$ cat config.mk
export PLATFORM = sky130hd
export DESIGN_NAME = lsu
export DESIGN_NICKNAME = d
export VERILOG_FILES = /design/src/rtl/riscv_pkg.sv /design/src/rtl/lsu.sv
export SDC_FILE = /design/constraint.sdc
export NUM_CORES = 1
export LEC_CHECK = 0
export ABC_AREA = 1
export BUFFER_PORTS_ARGS = -buffer_cell sky130_fd_sc_hd__buf_4
export CAP_MARGIN = 20
export CORE_AREA = 4 4 80 82
export CTS_CLUSTER_DIAMETER = 80
export CTS_CLUSTER_SIZE = 25
export DETAILED_ROUTE_END_ITERATION = 12
export DIE_AREA = 0 0 84 86
export HOLD_SLACK_MARGIN = 0.05
export PLACE_DENSITY = 0.67
export SYNTH_ARGS = -nofsm -noshare
export SYNTH_HDL_FRONTEND = slang
export SYNTH_SLANG_ARGS = --single-unit
$ cat constraint.sdc
create_clock -name clk_i -period 4.1 [get_ports clk_i]
set_input_delay 0.205 -clock clk_i [delete_from_list [all_inputs] [get_ports clk_i]]
set_output_delay 0.205 -clock clk_i [all_outputs]
set_load 0.005 [all_outputs]
$ cat src/rtl/riscv_pkg.sv
// data and address widths, memory opcode enum, wishbone request and response structs
package riscv_pkg;

    // data and address width
    parameter int XLEN = 32;

    // one byte select per byte lane
    parameter int SEL_W = XLEN / 8;

    // byte offset bits inside a word
    parameter int OFFSET_W = $clog2(SEL_W);

    // load and store opcodes seen by the memory stage
    typedef enum logic [2:0]
    {
        OP_LB  = 3'd0,
        OP_LH  = 3'd1,
        OP_LW  = 3'd2,
        OP_LBU = 3'd3,
        OP_LHU = 3'd4,
        OP_SB  = 3'd5,
        OP_SH  = 3'd6,
        OP_SW  = 3'd7
    } mem_op_e;

    // master to slave, pipelined wishbone B4
    typedef struct packed
    {
        logic             cyc;
        logic             stb;
        logic             lock;
        logic             we;
        logic [XLEN-1:0]  addr;
        logic [SEL_W-1:0] sel;
        logic [XLEN-1:0]  wdata;
    } wb_req_t;

    // slave to master
    typedef struct packed
    {
        logic            ack;
        logic            stall;
        logic [XLEN-1:0] rdata;
    } wb_rsp_t;

    // true for the three store widths
    function automatic logic is_store(input mem_op_e op);
        logic store;
        case (op)
            OP_SB, OP_SH, OP_SW:
                store = 1'b1;
            default:
                store = 1'b0;
        endcase
        return store;
    endfunction

endpackage

$ cat src/rtl/lsu.sv
// load/store unit, pipelined wishbone B4 master with outstanding-transfer counter
`timescale 1ns/100ps

module lsu
    import riscv_pkg::*;
#(
    parameter int MAX_OUTSTANDING = 2
)
(
    input  logic             clk_i,
    input  logic             rstn_i,

    // core side request, held while req_stall_o is high
    input  logic             req_i,
    input  logic             we_i,
    input  logic [XLEN-1:0]  addr_i,
    input  logic [SEL_W-1:0] wsel_byte_i,
    input  logic [XLEN-1:0]  wdata_i,

    // data port
    output wb_req_t          wb_req_o,
    input  wb_rsp_t          wb_rsp_i,

    output logic             issue_o,
    output logic             req_done_o,
    output logic [XLEN-1:0]  rdata_o,
    output logic             req_stall_o
);

    localparam int CNT_W = $clog2(MAX_OUTSTANDING + 1);

    typedef enum logic [1:0]
    {
        IDLE,
        BUS_REQ,
        BUS_WAIT
    } state_e;

    state_e           state_q;
    state_e           state_d;
    logic [CNT_W-1:0] outstanding_q;
    logic [CNT_W-1:0] outstanding_d;
    logic             full;
    logic             cyc;
    logic             stb;
    logic             accept;

    assign full    = (outstanding_q == CNT_W'(MAX_OUTSTANDING));
    assign accept  = stb && !wb_rsp_i.stall;
    assign issue_o = accept;

    // up on accept, down on ack
    always_comb
    begin
        outstanding_d = outstanding_q;
        if (accept && !wb_rsp_i.ack)
            outstanding_d = outstanding_q + 1'b1;
        else if (!accept && wb_rsp_i.ack)
            outstanding_d = outstanding_q - 1'b1;
    end

    always_ff @(posedge clk_i)
    begin
        if (!rstn_i)
        begin
            state_q       <= IDLE;
            outstanding_q <= '0;
        end
        else
        begin
            state_q       <= state_d;
            outstanding_q <= outstanding_d;
        end
    end

    always_comb
    begin
        state_d     = state_q;
        req_stall_o = 1'b0;
        cyc         = 1'b0;
        stb         = 1'b0;

        case (state_q)
            IDLE:
            begin
                // hold the core for one cycle while the bus cycle opens
                if (req_i)
                begin
                    req_stall_o = 1'b1;
                    state_d     = BUS_REQ;
                end
            end

            BUS_REQ:
            begin
                cyc = 1'b1;
                stb = req_i && !full;

                if (req_i)
                    req_stall_o = full || wb_rsp_i.stall;
                else if (outstanding_d == '0)
                    state_d = IDLE;
                else
                    state_d = BUS_WAIT;
            end

            BUS_WAIT:
            begin
                cyc = 1'b1;

                if (req_i)
                begin
                    req_stall_o = 1'b1;
                    state_d     = BUS_REQ;
                end
                else if (outstanding_d == '0)
                begin
                    state_d = IDLE;
                end
            end

            default:
                state_d = IDLE;
        endcase
    end

    // request is translated combinationally while strobing
    always_comb
    begin
        wb_req_o      = '0;
        wb_req_o.cyc  = cyc;
        wb_req_o.stb  = stb;
        wb_req_o.lock = 1'b0;

        if (stb)
        begin
            wb_req_o.we    = we_i;
            wb_req_o.addr  = addr_i;
            wb_req_o.sel   = we_i ? wsel_byte_i : '1;
            wb_req_o.wdata = wdata_i;
        end
    end

    assign req_done_o = wb_rsp_i.ack;
    assign rdata_o    = wb_rsp_i.ack ? wb_rsp_i.rdata : '0;

endmodule

======== Yosys cells after proc, flatten, opt, wreduce, memory -nomap -nowiden ========
Index checks and enable logic that the tools add are counted.
storage, ports and cells
  logic and storage cells ................. 40
  register bits ........................... 4
  output and inout bits ................... 107
operators by class
  mux-type cells .......................... 16
  eq/ne operators ......................... 6
  add/sub/neg operators ................... 2
  reduce and logical (&&, ||, !) cells .... 14
operator list
  cell                                                                 count
  69-bit 2-to-1 mux                                                    1
  32-bit 2-to-1 mux                                                    1
  2-bit 2-to-1 mux                                                     7
  2-bit case mux with 3 select lines                                   1
  2-bit == test (second input constant)                                2
  1-bit logical AND                                                    4
  1-bit logical NOT                                                    4
  2-bit logical NOT                                                    2
  1-bit 2-to-1 mux                                                     4
  4-bit 2-to-1 mux                                                     1
  2-bit != test (second input constant)                                2
  2-bit OR reduction                                                   2
  3-bit != test (second input constant)                                1
  3-bit AND reduction                                                  1
  2-bit by 1-bit adder with 2-bit output (second input constant)       1
  2-bit by 1-bit == test with 1-bit output (second input constant)     1
  1-bit case mux with 2 select lines                                   1
  2-bit by 1-bit subtractor with 2-bit output (second input constant)  1
  1-bit logical OR                                                     1

======== Logic depth before layout (Yosys ltp) ========
  depth after elaboration ................. 13
  gate-level depth with buffers ........... 15
  gate-level depth less buffers ........... 15

======== Least setup slack after synthesis ========
Ideal clock, no wire load.
  path kind ............................... register to output
  start point ............................. reg state_q[1]
  end point ............................... out wb_req_o[53] in the netlist's numbering
  arrival time ............................ 1296 ps
  stages on the path, launching flop included .. 9
  slack ................................... 2599 ps
  path through ............................ dfxtp_1 inv_1 ha_1 nand2_4 nor2_1 inv_2 buf_6 buf_2 nor2_1
RTL lines
  element                 RTL line   source
  start, declared         lsu.sv:39  state_e state_q;
  start signal, assigned  lsu.sv:71  state_q <= state_d;
  end, declared           lsu.sv:21  output wb_req_t wb_req_o,

==> impl_metrics.json <==
{
  "finalSetupTns_ns": 0,
  "grt_pass1_wl_um": 8520,
  "cp_max_fo": 64,
  "worst_clock_skew_ns": 0.00298,
  "yosysTopAreaCell": "inv_1",
  "synthTopCellsByArea": "inv_1, nor2_1, nand2_1",
  "ys_ff_latch": 4,
  "setup_viol": 0,
  "clock-root-buffer": "clkbuf_8",
  "status": "completed",
  "fillers": 592,
  "drt_iter0_drc": 38,
  "io_pins": 213,
  "cts_setup_buffers": 0,
  "synth.top_cell.area_share_pct": 32.1,
  "cp-start-kind": "flop",
  "wire_per_inst_um": 10.4,
  "clk_pin_slew_ns": 0.03,
  "synth_cell_types": 20,
  "gp_congestion": 0.862,
  "crit_required_ns": 3.89,
  "worstSetupEndpointType": "output port",
  "leakagePower_nw": 2.18,
  "wl_um": 5750,
  "grt.overflow.total": 0,
  "synth_warnings": 0,
  "drc": 0,
  "die_w_um": 84,
  "synth_nets": 388,
  "avgSynthCellArea_um2": 4.49,
  "peakVddDrop_uv": 329,
  "synth-edff-count": 0,
  "n_antenna_cell": 0,
  "cts_tree": "yes",
  "yosys_most_used_dff": "dfxtp_1",
  "fin_hold_ws_ns": 0.241,
  "clock-sinks": 4,
  "syn_area_mm2": 0.00124,
  "rows": 28,
  "hold_buffers": 0,
  "clk_latency_ns": 0.22,
  "postSynthCellCount": 276,
  "path_class": "flop to output port",
  "finalNetCount": 590,
  "grt_max_degree": 70,
  "grt.total_usage_pct": 14.0,
  "grt_pass1_vias": 1789,
  "maxCapViolations": 0,
  "via_per_inst": 3.66,
  "hold_violations": 0,
  "die_area_mm2": 0.00722,
  "dp_slack_ns": 1.91,
  "cts_made_buffers": 3,
  "syn2layout_area_growth_pct": 134,
  "multi_input_area_um2": 666,
  "min_path_type": "input port to flop",
  "netlist_top_cells_count": "inv_1, nor2_1, nand2_1",
  "dp_hpwl_um": 4990,
  "antenna_found_initial": 0,
  "routed-via-count": 2018,
  "seqCellArea_um2": 80.1,
  "fin_crit_ns": 1.98,
  "powerDensity_mw_per_mm2": 232,
  "start_util_pct": 21.6,
  "worst_slack_ns": 2.12,
  "timing.final.crit_share_pct": 48.2,
  "htree_levels": 1,
  "clockBufferDepth": 2,
  "ys_async_sr_fraction_pct": 0,
  "design.core.area_mm2": 0.00575,
  "yosysMostFrequentCell": "inv_1",
  "port_buffers": 211,
  "die_h_um": 86,
  "max_freq_ghz": 0.506,
  "dr.pass1.iters": 4,
  "postCtsResizedCells": 0,
  "antenna_left": 0,
  "rsz0062_at_grt": "false",
  "ys_seq_area_share_pct": 6.46,
  "drive_gt1_share_pct": 47.5,
  "slew_viol_final": 0,
  "cp_data_arrival_time_ns": 1.77
}
## registers in the layout (all words and copies together) (netlist names)
| signal | flops |
|---|---|
| state_q | 2 |
| outstanding_q | 2 |
## logic make-up (layout without fill, tap and decap cells)
logic type	count (synthesis)	count (layout)	share of synthesized area, %
other	1	1	0.303
adder cells (fa/ha/maj)	6	6	6.06
AND/OR/NAND/NOR	137	137	45.8
buffers and inverters	124	324	39.8
AO/OA/AOI/OAI	4	4	1.62
flip-flops	4	4	6.46
## metrics by stage
| stage | util (%) | cell area [um2] | total power [mW] | instances |
|---|---|---|---|---|
| after floorplan | - | 1240 | 0.325 | 276 |
| after CTS | 50.1 | 2880 | 0.675 | 550 |
| after global routing | 50.4 | 2900 | 0.752 | 551 |
| after global placement | 49.3 | 2840 | 0.583 | 547 |
| final | 50.4 | 2900 | 0.673 | 551 |
| after detailed placement | 49.3 | 2840 | 0.589 | 547 |
## worst paths after layout
path	startpoint	to	slack [ns]	cells past startpoint
min	rstn_i	outstanding_q[0]	0.24	3
max reg2reg	state_q[1]	state_q[1]	2.45	14
max	state_q[1]	wb_req_o[36]	2.12	8
min reg2reg	outstanding_q[0]	outstanding_q[0]	0.54	3
## area by class of cell
class	instances	area share, %
Timing Repair Buffer	212	55.4
Multi-Input combinational cell	148	23.0
Clock buffer	3	1.43
Sequential cell	4	2.76
Tap cell	75	3.24
Inverter	109	14.2
## layer usage
| metal | up-vias | global-route usage [%] | part of all wire (%) |
|---|---|---|---|
| li1 | 1118 | - | - |
| met1 | 818 | 15.8 | 38 |
| met2 | 80 | 27.5 | 56 |
| met3 | 2 | 3.17 | 6.5 |
| met4 | 0 | 1.17 | 0.16 |
| met5 | - | 0 | 0 |
## report_power, final
group	leakage [nW]	switching (mW)	internal [mW]	total, mW
sequential	0.0333	0.0137	0.0525	0.0662
clock	0.0216	0.0195	0.0625	0.0819
combinational	2.12	0.246	0.280	0.525
## cells in the final DEF, fill, tap and decap left out, drive strengths merged
cell type | synthesis | routed
nor2 | 84 | 84
o21ai | 1 | 1
inv | 109 | 109
dfxtp | 4 | 4
buf | 10 | 212
ha | 6 | 6
nand3 | 6 | 6
conb | 1 | 1
nand2 | 47 | 47
a21oi | 3 | 3
clkbuf | 5 | 3
## critical path, stage by stage (launching register included)
cell and delay, ns:
dfxtp_1 0.39, inv_1 0.09, ha_1 0.24, nand2_4 0.12, nor2_1 0.07, inv_2 0.13
buf_12 0.27, nor2_1 0.08, buf_4 0.14
(Power assumes the default switching activity.)
