File: src/rtl/riscv_pkg.sv
// data and address widths, memory opcode enum, wishbone request and response structs
package riscv_pkg;

    // data and address width
    parameter int XLEN = 32;

    // one byte select per byte lane
    parameter int SEL_W = XLEN / 8;

    // byte offset bits inside a word
    parameter int OFFSET_W = $clog2(SEL_W);

    // load and store opcodes seen by the memory stage
    typedef enum logic [2:0]
    {
        OP_LB  = 3'd0,
        OP_LH  = 3'd1,
        OP_LW  = 3'd2,
        OP_LBU = 3'd3,
        OP_LHU = 3'd4,
        OP_SB  = 3'd5,
        OP_SH  = 3'd6,
        OP_SW  = 3'd7
    } mem_op_e;

    // master to slave, pipelined wishbone B4
    typedef struct packed
    {
        logic             cyc;
        logic             stb;
        logic             lock;
        logic             we;
        logic [XLEN-1:0]  addr;
        logic [SEL_W-1:0] sel;
        logic [XLEN-1:0]  wdata;
    } wb_req_t;

    // slave to master
    typedef struct packed
    {
        logic            ack;
        logic            stall;
        logic [XLEN-1:0] rdata;
    } wb_rsp_t;

    // true for the three store widths
    function automatic logic is_store(input mem_op_e op);
        logic store;
        case (op)
            OP_SB, OP_SH, OP_SW:
                store = 1'b1;
            default:
                store = 1'b0;
        endcase
        return store;
    endfunction

endpackage

File: src/rtl/mem_align.sv
// store byte steering, byte-select generation and load data extraction with op queue
`timescale 1ns/100ps

module mem_align
    import riscv_pkg::*;
#(
    parameter int MAX_OUTSTANDING = 2
)
(
    input  logic             clk_i,
    input  logic             rstn_i,

    // core side request
    input  mem_op_e          op_i,
    input  logic [XLEN-1:0]  addr_i,
    input  logic [XLEN-1:0]  wdata_i,

    // towards the lsu
    input  logic             issue_i,
    output logic             we_o,
    output logic [SEL_W-1:0] wsel_byte_o,
    output logic [XLEN-1:0]  wdata_o,

    // raw bus response from the lsu
    input  logic             ack_i,
    input  logic [XLEN-1:0]  bus_rdata_i,
    output logic [XLEN-1:0]  rdata_o
);

    localparam int PTR_W = (MAX_OUTSTANDING > 1) ? $clog2(MAX_OUTSTANDING) : 1;

    typedef struct packed
    {
        mem_op_e             op;
        logic [OFFSET_W-1:0] offset;
    } op_entry_t;

    op_entry_t           op_q [MAX_OUTSTANDING];
    logic [PTR_W-1:0]    wr_ptr;
    logic [PTR_W-1:0]    rd_ptr;
    logic [OFFSET_W-1:0] offset;
    op_entry_t           head;
    logic [XLEN-1:0]     shifted;

    function automatic logic [PTR_W-1:0] ptr_inc(input logic [PTR_W-1:0] ptr);
        logic [PTR_W-1:0] nxt;
        if (ptr == PTR_W'(MAX_OUTSTANDING - 1))
            nxt = '0;
        else
            nxt = ptr + 1'b1;
        return nxt;
    endfunction

    // store side, addresses are naturally aligned
    always_comb
    begin
        offset      = addr_i[OFFSET_W-1:0];
        we_o        = is_store(op_i);
        wsel_byte_o = '0;
        wdata_o     = '0;

        case (op_i)
            OP_SB:
            begin
                wsel_byte_o = SEL_W'(1) << offset;
                wdata_o     = {SEL_W{wdata_i[7:0]}};
            end
            OP_SH:
            begin
                wsel_byte_o = SEL_W'(3) << offset;
                wdata_o     = {(SEL_W / 2){wdata_i[15:0]}};
            end
            OP_SW:
            begin
                wsel_byte_o = '1;
                wdata_o     = wdata_i;
            end
            default:
            begin
                // loads, lsu forces all lanes on reads
            end
        endcase
    end

    // op queue pointers, one push per accepted transfer and one pop per ack
    always_ff @(posedge clk_i)
    begin
        if (!rstn_i)
        begin
            wr_ptr <= '0;
            rd_ptr <= '0;
        end
        else
        begin
            if (issue_i)
                wr_ptr <= ptr_inc(wr_ptr);
            if (ack_i)
                rd_ptr <= ptr_inc(rd_ptr);
        end
    end

    always_ff @(posedge clk_i)
    begin
        if (issue_i)
            op_q[wr_ptr] <= '{op: op_i, offset: addr_i[OFFSET_W-1:0]};
    end

    // load side, pick the addressed lane and extend
    always_comb
    begin
        head    = op_q[rd_ptr];
        shifted = bus_rdata_i >> {head.offset, 3'b000};
        rdata_o = '0;

        if (ack_i)
        begin
            case (head.op)
                OP_LB:   rdata_o = {{(XLEN - 8){shifted[7]}}, shifted[7:0]};
                OP_LBU:  rdata_o = {{(XLEN - 8){1'b0}}, shifted[7:0]};
                OP_LH:   rdata_o = {{(XLEN - 16){shifted[15]}}, shifted[15:0]};
                OP_LHU:  rdata_o = {{(XLEN - 16){1'b0}}, shifted[15:0]};
                OP_LW:   rdata_o = bus_rdata_i;
                // stores return zero
                default: rdata_o = '0;
            endcase
        end
    end

endmodule

File: config.mk
export PLATFORM = sky130hd
export DESIGN_NAME = mem_align
export DESIGN_NICKNAME = d
export VERILOG_FILES = /design/src/rtl/riscv_pkg.sv /design/src/rtl/mem_align.sv
export SDC_FILE = /design/constraint.sdc
export NUM_CORES = 1
export LEC_CHECK = 0
export ABC_CLOCK_PERIOD_IN_PS = 2400
export BUFFER_PORTS_ARGS = -buffer_cell sky130_fd_sc_hd__buf_2
export CAP_MARGIN = 20
export CORE_ASPECT_RATIO = 0.9
export CORE_MARGIN = 4
export CORE_UTILIZATION = 41
export DETAILED_ROUTE_END_ITERATION = 10
export GPL_TIMING_DRIVEN = 0
export PLACE_DENSITY_LB_ADDON = 0.2
export SLEW_MARGIN = 25
export SYNTH_ARGS = -nofsm -noshare
export SYNTH_HDL_FRONTEND = slang
export SYNTH_SLANG_ARGS = --single-unit
File: constraint.sdc
create_clock -name clk_i -period 2.4 [get_ports clk_i]
set_clock_uncertainty 0.1 [all_clocks]
set_input_delay 0.48 -clock clk_i [delete_from_list [all_inputs] [get_ports clk_i]]
set_output_delay 0.48 -clock clk_i [all_outputs]
set_load 0.02 [all_outputs]
# Word-level counts from Yosys, hierarchy flattened
# Memory sizes are Yosys's and may differ from the RTL's. A register that Yosys moved wholly into a read port is not among the register bits.
# Cells that the tools add are included.
# totals
elab_cells,28
mem_count,1
mem_bits_rw,10
in_bits,103
ff_bits,2
out_inout_bits,69
# memory_table
memory,depth,width,read_ports,rd_clocked_by_memory_dff,wr,line,source
op_q,2,5,1,1,1,mem_align.sv:38,op_entry_t op_q [MAX_OUTSTANDING];
# classes
shift,3
mux,11
add_sub_neg,2
reduce_logical,2
n_eq_ne,7
# op_table
op,n
32-bit case mux with 5 select lines,1
32-bit case mux with 3 select lines,1
32-bit 2-to-1 mux,1
32-bit by 5-bit >> shifter with 16-bit output,1
3-bit equality test (second input constant),4
4-bit case mux with 3 select lines,1
1-bit 2-to-1 mux,7
3-bit by 2-bit equality test with 1-bit output (second input constant),2
1-bit by 2-bit << shifter with 4-bit output (first input constant),1
2-bit by 2-bit << shifter with 4-bit output (first input constant),1
3-bit by 1-bit equality test with 1-bit output (second input constant),1
3-bit logical NOT,1
3-bit OR reduction,1
1-bit adder (second input constant),2

# Depth between registers and ports, before layout
# Gate-level depths: netlist (run 1).
# logic_depth
word_depth,4
ltp_mapped,8
depth_no_buf,5

# Least setup slack after synthesis (run 1)
# Ideal clock, no wire load.
# synth_timing
path_type,input to output
start,input port op_i[1]
end,output port wsel_byte_o[2]
path_stages,5
slack_ns,-0.012
n_path_buf,3
arrival_time_ns,1.832
required_time_ns,1.820
path_cell_list,buf_2 clkbuf_1 buf_1 o21ai_0 a21boi_0
# synth_via
elab_chain_len,2
word_cells_on_any_way,4
cone_classes,eq/ne: 3; mux: 1
# synth_rtl
item,line,source
"start, declared",mem_align.sv:14,"input mem_op_e op_i,"
3-bit equality test,mem_align.sv:62,case (op_i)
4-bit case mux with 3 select lines (*),mem_align.sv:62,
"end, declared",mem_align.sv:21,"output logic [SEL_W-1:0] wsel_byte_o,"
# Every way passes the cells marked *; elsewhere a longest branch is shown, timed or not.

==> results by group, run 1 <==
Status
  • Status: finished with violations
  • Failing checks: negative setup slack

Hold path
  • Worst min-delay path startpoint: rstn_i
  • Min-Delay Path Class: input port to register
  • Hold endpoint: wr_ptr
  • Worst hold path depth: 2

Logic synthesis
  • Top-area cell type share of the netlist area: 0.1322
  • Largest family of logic cells by synthesized area: compound AO/OA/AOI/OAI gates
  • Dominant synthesized flop cell: edfxtp_1
  • Post-Synthesis Cells: 304
  • Largest area contributor in the netlist: edfxtp_1
  • Synth Area in Simple Gates: 0.2660
  • Synth Cell Area: 2272 um2
  • Mapped Nets: 407
  • Mux cell area share after synthesis: 0.09086
  • EDFF count, synth: 10
  • Synthesis-stage register bit count: 13
  • Commonest cells post-synth: 43 x nand2_1, 33 x nor2b_1, 23 x o21ai_0
  • Netlist cell types: 47
  • Yosys Warn Count: 0
  • Share of synthesized flip-flops with an asynchronous set or reset: 0
  • Largest cells by area after synthesis: edfxtp_1 13%, nor2b_1 9.1%, a22oi_1 7.3%, nand2_1 7.1%, o21ai_0 5.1%
  • Adder-cell share of the synthesized area: 0
  • XOR/XNOR Fraction of Synth Area: 0.01156
  • Most frequent cell after synthesis: nand2_1
  • Synth Area in Compound Gates: 0.4069
  • Post-synthesis sequential area ratio: 0.1586
  • Syn_area_per_cell: 7.474 um2

Run
  • Max-cap violations: 0

Cells and area
  • FILL cells: 417
  • Share of post-route cells with drive strength above 1: 0.5151
  • Antenna Cells: 0
  • Cell area after layout: 3660 um2
  • Layout area overhead: 61.07%
  • Final Net Count: 568

Global route
  • First-pass GRT wire length: 13.78 mm
  • Gr ovfl total: 0
  • Vias in the first global route: 3020
  • Pin count of the biggest net entering global routing: 11
  • GRT Total Usage: 0.2397
  • Antenna violations before repair: 0

Power and ir drop
  • Peak supply drop: 0.2037 mV
  • Sw frac: 0.4193
  • Sequential share of power: 0.207
  • Leak pwr: 0.001690 uW
  • Internal: 763.5 uW
  • Logic pwr share: 0.652
  • Sw Pwr: 551.3 uW
  • Clock power frac: 0.141
  • Pwr dens: 359.3 nW/um2

Worst setup path
  • Crit path required time: 1.82 ns
  • Critical Path AT: 2.05 ns
  • Reg2reg setup slack: 1.19 ns
  • R2R cell count: 1
  • Worst stage delay on the critical path: 0.51 ns
  • Reg2Reg Launch Point: wr_ptr
  • Critical path class: register to output port
  • Setup crit end kind: output port
  • Crit path launch type: register
  • Worst Path Max Fanout: 8
  • Critical Path, Cell by Cell: mux2i_4 -> and2b_2 -> o22ai_4 -> buf_12 -> a22oi_1 -> o22ai_1 -> buf_4
  • WP buf/inv: 2
  • CP max stage cell: edfxtp_1
  • Reg-to-Reg End: op_q[0][4]
  • CP top delay family: flip-flops

Placement
  • GPL Wtd Cong: 0.8744
  • Detailed placement HPWL: 6.363 mm
  • Setup Slack @ Placement: -0.3491 ns
  • IO buf count: 141
  • Post-DP Area: 3062 um2

Timing
  • Final max-slew violation count: 0
  • RSZ-0062 raised after global routing: true
  • Worst Tran Pin Value: 0.5409 ns
  • Max Fclk: 380.2 MHz
  • Final WS setup: -0.2304 ns
  • Hold Vio Cnt, Final: 0
  • Final min period: 2.630 ns
  • Slew headroom: 0.6386
  • Crit share post-route: 1.096
  • Setup-failing EPs final: 32

Clocking
  • Total CTS buffers: 3
  • Clk slew on worst S/H paths: 0.05 ns
  • H-tree depth: 1
  • Worst skew pair latency: 0.23 ns
  • CTS root buf: clkbuf_8
  • CTS sink count: 13
  • Clk buf depth: 2
  • Cts hold-fix bufs: 0
  • CTS tree: done

Floorplanning
  • Die ar.: 6799 um2
  • IO Pins: 172
  • Initial Util: 0.4273
  • Site Rows: 25
  • Die Y: 78.63 um
  • Die Width: 86.47 um
  • Core ar.: 5318 um2

Route
  • Via Count: 3080
  • Number of remaining DRC errors: 0
  • 1st-iter DRT viols: 234
  • TritonRoute pass-1 iters: 5
  • WL final: 9.227 mm
  • Routed WL per cell: 17.38 um
  • Routed Antenna Nets: 0
  • Routed vias/inst: 5.800
[how the worst max path moves through the flow]
stage	endpoint	startpoint	depth (start not counted)	slack (ns)
6_report	rdata_o[9]	op_q[0][0]	7	-0.23
4_1_cts	rdata_o[25]	register	9	-0.20
2_1_floorplan	wdata_o[23]	op_i[1]	5	0.02
3_3_place_gp	wsel_byte_o[2]	op_i[1]	7	-0.31
3_5_place_dp	wsel_byte_o[2]	op_i[1]	7	-0.35
5_1_grt	rdata_o[29]	register	9	-0.28
[sequential cells by signal (all words and copies together) (netlist names), named ones only]
signal  count
wr_ptr      1
rd_ptr      1
op_q       10
[metrics by stage]
stage | util | TNS, ns | cells | total power [uW] | hold WS (ns)
2_1_floorplan | - | 0 | 304 | 713.9 | 0.4546
3_3_place_gp | 0.5758 | -6.470 | 512 | 928.8 | 0.4649
3_5_place_dp | 0.5758 | -7.502 | 512 | 937.0 | 0.4718
4_1_cts | 0.6393 | -4.993 | 529 | 1214 | 0.3702
5_1_grt | 0.6882 | -7.785 | 531 | 1382 | 0.3803
6_report | 0.6882 | -5.231 | 531 | 1315 | 0.3740
[power by group through the flow]
stage	clock network (uW)	logic [uW]	registers, uW
6_report	185	857	273
5_1_grt	201	907	274
4_1_cts	190	753	271
3_5_place_dp	0	662	275
3_3_place_gp	0	654	274
2_1_floorplan	0	441	272
[cell usage in the layout, fill, tap and decap left out, types with 4 or more instances in the layout]
master | synthesis | layout
clkbuf_2 | 1 | 5
nor2_2 | 0 | 4
a22o_1 | 9 | 8
buf_2 | 8 | 112
edfxtp_1 | 10 | 10
and2_1 | 16 | 16
buf_6 | 2 | 21
nor2_1 | 12 | 7
a21oi_2 | 10 | 15
nor2b_1 | 33 | 33
nand2b_1 | 4 | 4
a21o_1 | 14 | 14
clkbuf_1 | 12 | 6
o22ai_1 | 8 | 8
mux2_4 | 0 | 7
mux2i_4 | 1 | 5
a21oi_1 | 22 | 16
nand2_1 | 43 | 40
buf_4 | 1 | 31
o21ai_0 | 23 | 14
a22oi_2 | 0 | 4
o21ai_1 | 1 | 8
a22oi_1 | 22 | 18
[routing by layer]
layer  wire, um  global-route usage
met2       4644              0.4274
met4        165             0.07944
met5          0                   0
met1       3562              0.2839
met3        854             0.04722
[area by class of cell]
type                            instances  area, um2  area share
Timing Repair Buffer                  158       1022      0.2793
Sequential cell                        13      361.6     0.09880
Inverter                                2      7.507    0.002051
Clock buffer                            4      45.04     0.01231
Buffer                                 25      191.4     0.05231
Multi-Input combinational cell        262       1948      0.5323
Tap cell                               67      83.83     0.02291
[kinds of logic after synthesis]
kind of cell | Yosys count
buffers and inverters | 29
and+or+nand+nor | 114
xor gates and xnor gates | 3
muxes | 18
AOI/OAI and AO/OA | 127
DFF | 13
[what timing repair did]
| action | 4_1_cts | 5_1_grt |
|---|---|---|
| buffers inserted | 11 | 3 |
| pin swaps | 8 | 17 |
| hold endpoints to repair | 0 | 0 |
| endpoints found under the setup margin | 56 | 45 |
| resized for setup | 54 | 84 |
| gates cloned | 3 | 1 |
No activity file was read; power rests on OpenSTA's default activity.
==> run 2, diff against run 1 <==
CELL_PAD_IN_SITES_DETAIL_PLACEMENT = 1   (was default)
CELL_PAD_IN_SITES_GLOBAL_PLACEMENT = 2   (was default)
CORE_UTILIZATION = 20   (was 41)
SKIP_LAST_GASP = 1   (was default)
==> results by group, run 2 (same netlist as run 1, synthesis figures left out) <==
Worst setup path
  • Crit path required time: 1.82 ns
  • Critical path class: register to output port
  • Setup crit end kind: output port
  • Critical Path AT: 2.07 ns
  • Reg-to-Reg End: op_q[0][3]
  • Reg2Reg Launch Point: wr_ptr
  • Crit path launch type: register
  • R2R cell count: 1
  • Reg2reg setup slack: 1.19 ns
  • Worst Path Max Fanout: 7

Clocking
  • CTS tree: done
  • Clk buf depth: 2
  • H-tree depth: 1
  • Total CTS buffers: 3
  • Clk slew on worst S/H paths: 0.04 ns
  • CTS root buf: clkbuf_16
  • Cts hold-fix bufs: 0
  • Worst skew pair latency: 0.24 ns
  • CTS sink count: 13

Placement
  • Detailed placement HPWL: 8.456 mm
  • IO buf count: 141
  • GPL Wtd Cong: 0.8746
  • Post-DP Area: 3168 um2
  • # placed instances: 597

Timing
  • Final WS setup: -0.2504 ns
  • Final min period: 2.650 ns
  • RSZ-0062 raised after global routing: true
  • Crit share post-route: 1.104
  • Worst Tran Pin Value: 0.5245 ns
  • Hold Vio Cnt, Final: 0
  • Slew headroom: 0.6496
  • Final max-slew violation count: 0
  • Hold Slack: 0.3701 ns
  • Setup-failing EPs final: 32
  • Max Fclk: 377.3 MHz

Floorplanning
  • Die Y: 109.1 um
  • Die ar.: 13130 um2
  • Core ar.: 10950 um2
  • Initial Util: 0.2076
  • Die Width: 120.4 um
  • IO Pins: 172
  • Site Rows: 36

Global route
  • First-pass GRT wire length: 16.97 mm
  • Antenna violations before repair: 0
  • GRT Total Usage: 0.1597
  • Gr ovfl total: 0
  • Pin count of the biggest net entering global routing: 11
  • Vias in the first global route: 3175

Cells and area
  • Most flop-heavy register: op_q
  • Share of post-route cells with drive strength above 1: 0.4860
  • Final Net Count: 569
  • Layout area overhead: 59.53%
  • Final non-filler cell total: 617
  • Cell area after layout: 3625 um2
  • Most frequent cells in the layout: 123 x buf_2, 43 x nand2_1, 33 x buf_4, 33 x nor2b_1, 22 x a22oi_1
  • Max reg flops: 10
  • Antenna Cells: 0
  • Commonest non-fill, non-tap cell in the layout: buf_2
  • Biggest regs: op_q (10), rd_ptr (1), wr_ptr (1)

Route
  • 1st-iter DRT viols: 117
  • TritonRoute pass-1 iters: 4
  • Via Count: 2921
  • Routed vias/inst: 4.734
  • Routed Antenna Nets: 0
  • WL final: 10.92 mm
  • Routed WL per cell: 17.70 um
  • Number of remaining DRC errors: 0

Hold path
  • Min-Delay Path Class: input port to register
  • Hold endpoint: wr_ptr
  • Worst hold path depth: 2
  • Worst min-delay path startpoint: rstn_i

Run
  • Max-cap violations: 0

Power and ir drop
  • Peak supply drop: 0.1977 mV
  • Pwr dens: 380.8 nW/um2
  • Leak pwr: 0.001669 uW
  • Total power: 1380 uW

Status
  • Status: finished with violations
  • Failing checks: negative setup slack
## run 2: cell types whose count changed in the layout (fill, tap and decap cells not counted), sizes merged
cell,delta
o22ai,+1
clkbuf,-2
buf,+2
## run 2: how the worst max path moves through the flow
stage | start | to | cells after the start | slack [ns]
2_1_floorplan | op_i[1] | wdata_o[23] | 5 | 0.02
3_3_place_gp | op_i[1] | wdata_o[23] | 7 | -0.42
3_5_place_dp | op_i[1] | wdata_o[23] | 7 | -0.50
4_1_cts | op_q[1][0] | rdata_o[27] | 7 | -0.24
5_1_grt | register | rdata_o[19] | 10 | -0.33
6_report | register | rdata_o[17] | 10 | -0.25
## run 2: layout make-up
type,count,area [um2]
plain buffers,27,230.2
clock buffers,4,78.83
fillers,1399,7321
inverters,2,7.507
multi-input cells,263,1857
flip-flops and latches,13,361.6
well taps,152,190.2
repair buffers,156,899.6
## run 2: critical path, cell delays in order (launching register included)
cell and delay, ns:
dfxtp_2 0.31, buf_6 0.14, buf_8 0.14, buf_6 0.13, nor2_4 0.13, a31oi_4 0.11
nor4_4 0.34, a21oi_4 0.07, buf_4 0.18, a21oi_1 0.13, buf_4 0.16
## run 2: power by group
| group | switching (uW) | internal (uW) | leakage, uW |
|---|---|---|---|
| clock | 80.5 | 223 | 0.0000382 |
| sequential | 14.1 | 259 | 0.000119 |
| combinational | 456 | 348 | 0.00151 |
| total | 551 | 830 | 0.00167 |
## run 2: per-layer routing
metal | routed length [um] | global-route usage
met5 | 0 | 0
met3 | 796 | 0.03786
met4 | 28 | 0.01699
met2 | 5369 | 0.2944
met1 | 4723 | 0.1961
## run 2: through the flow
step / worst slack (ns) / util / setup TNS (ns)
4_1_cts: -0.2431 / 0.3227 / -5.718
3_5_place_dp: -0.4983 / 0.2894 / -14.47
2_1_floorplan: 0.02212 / - / 0
6_report: -0.2504 / 0.3312 / -5.896
3_3_place_gp: -0.4204 / 0.2894 / -11.73
5_1_grt: -0.3284 / 0.3312 / -8.711
## run 2: repair_timing
item,4_1_cts,5_1_grt
gates resized for setup,57,30
cloned,1,0
endpoints found under the hold margin,0,0
buffers inserted,14,1
endpoints found under the setup margin,67,41
pin swaps,16,2
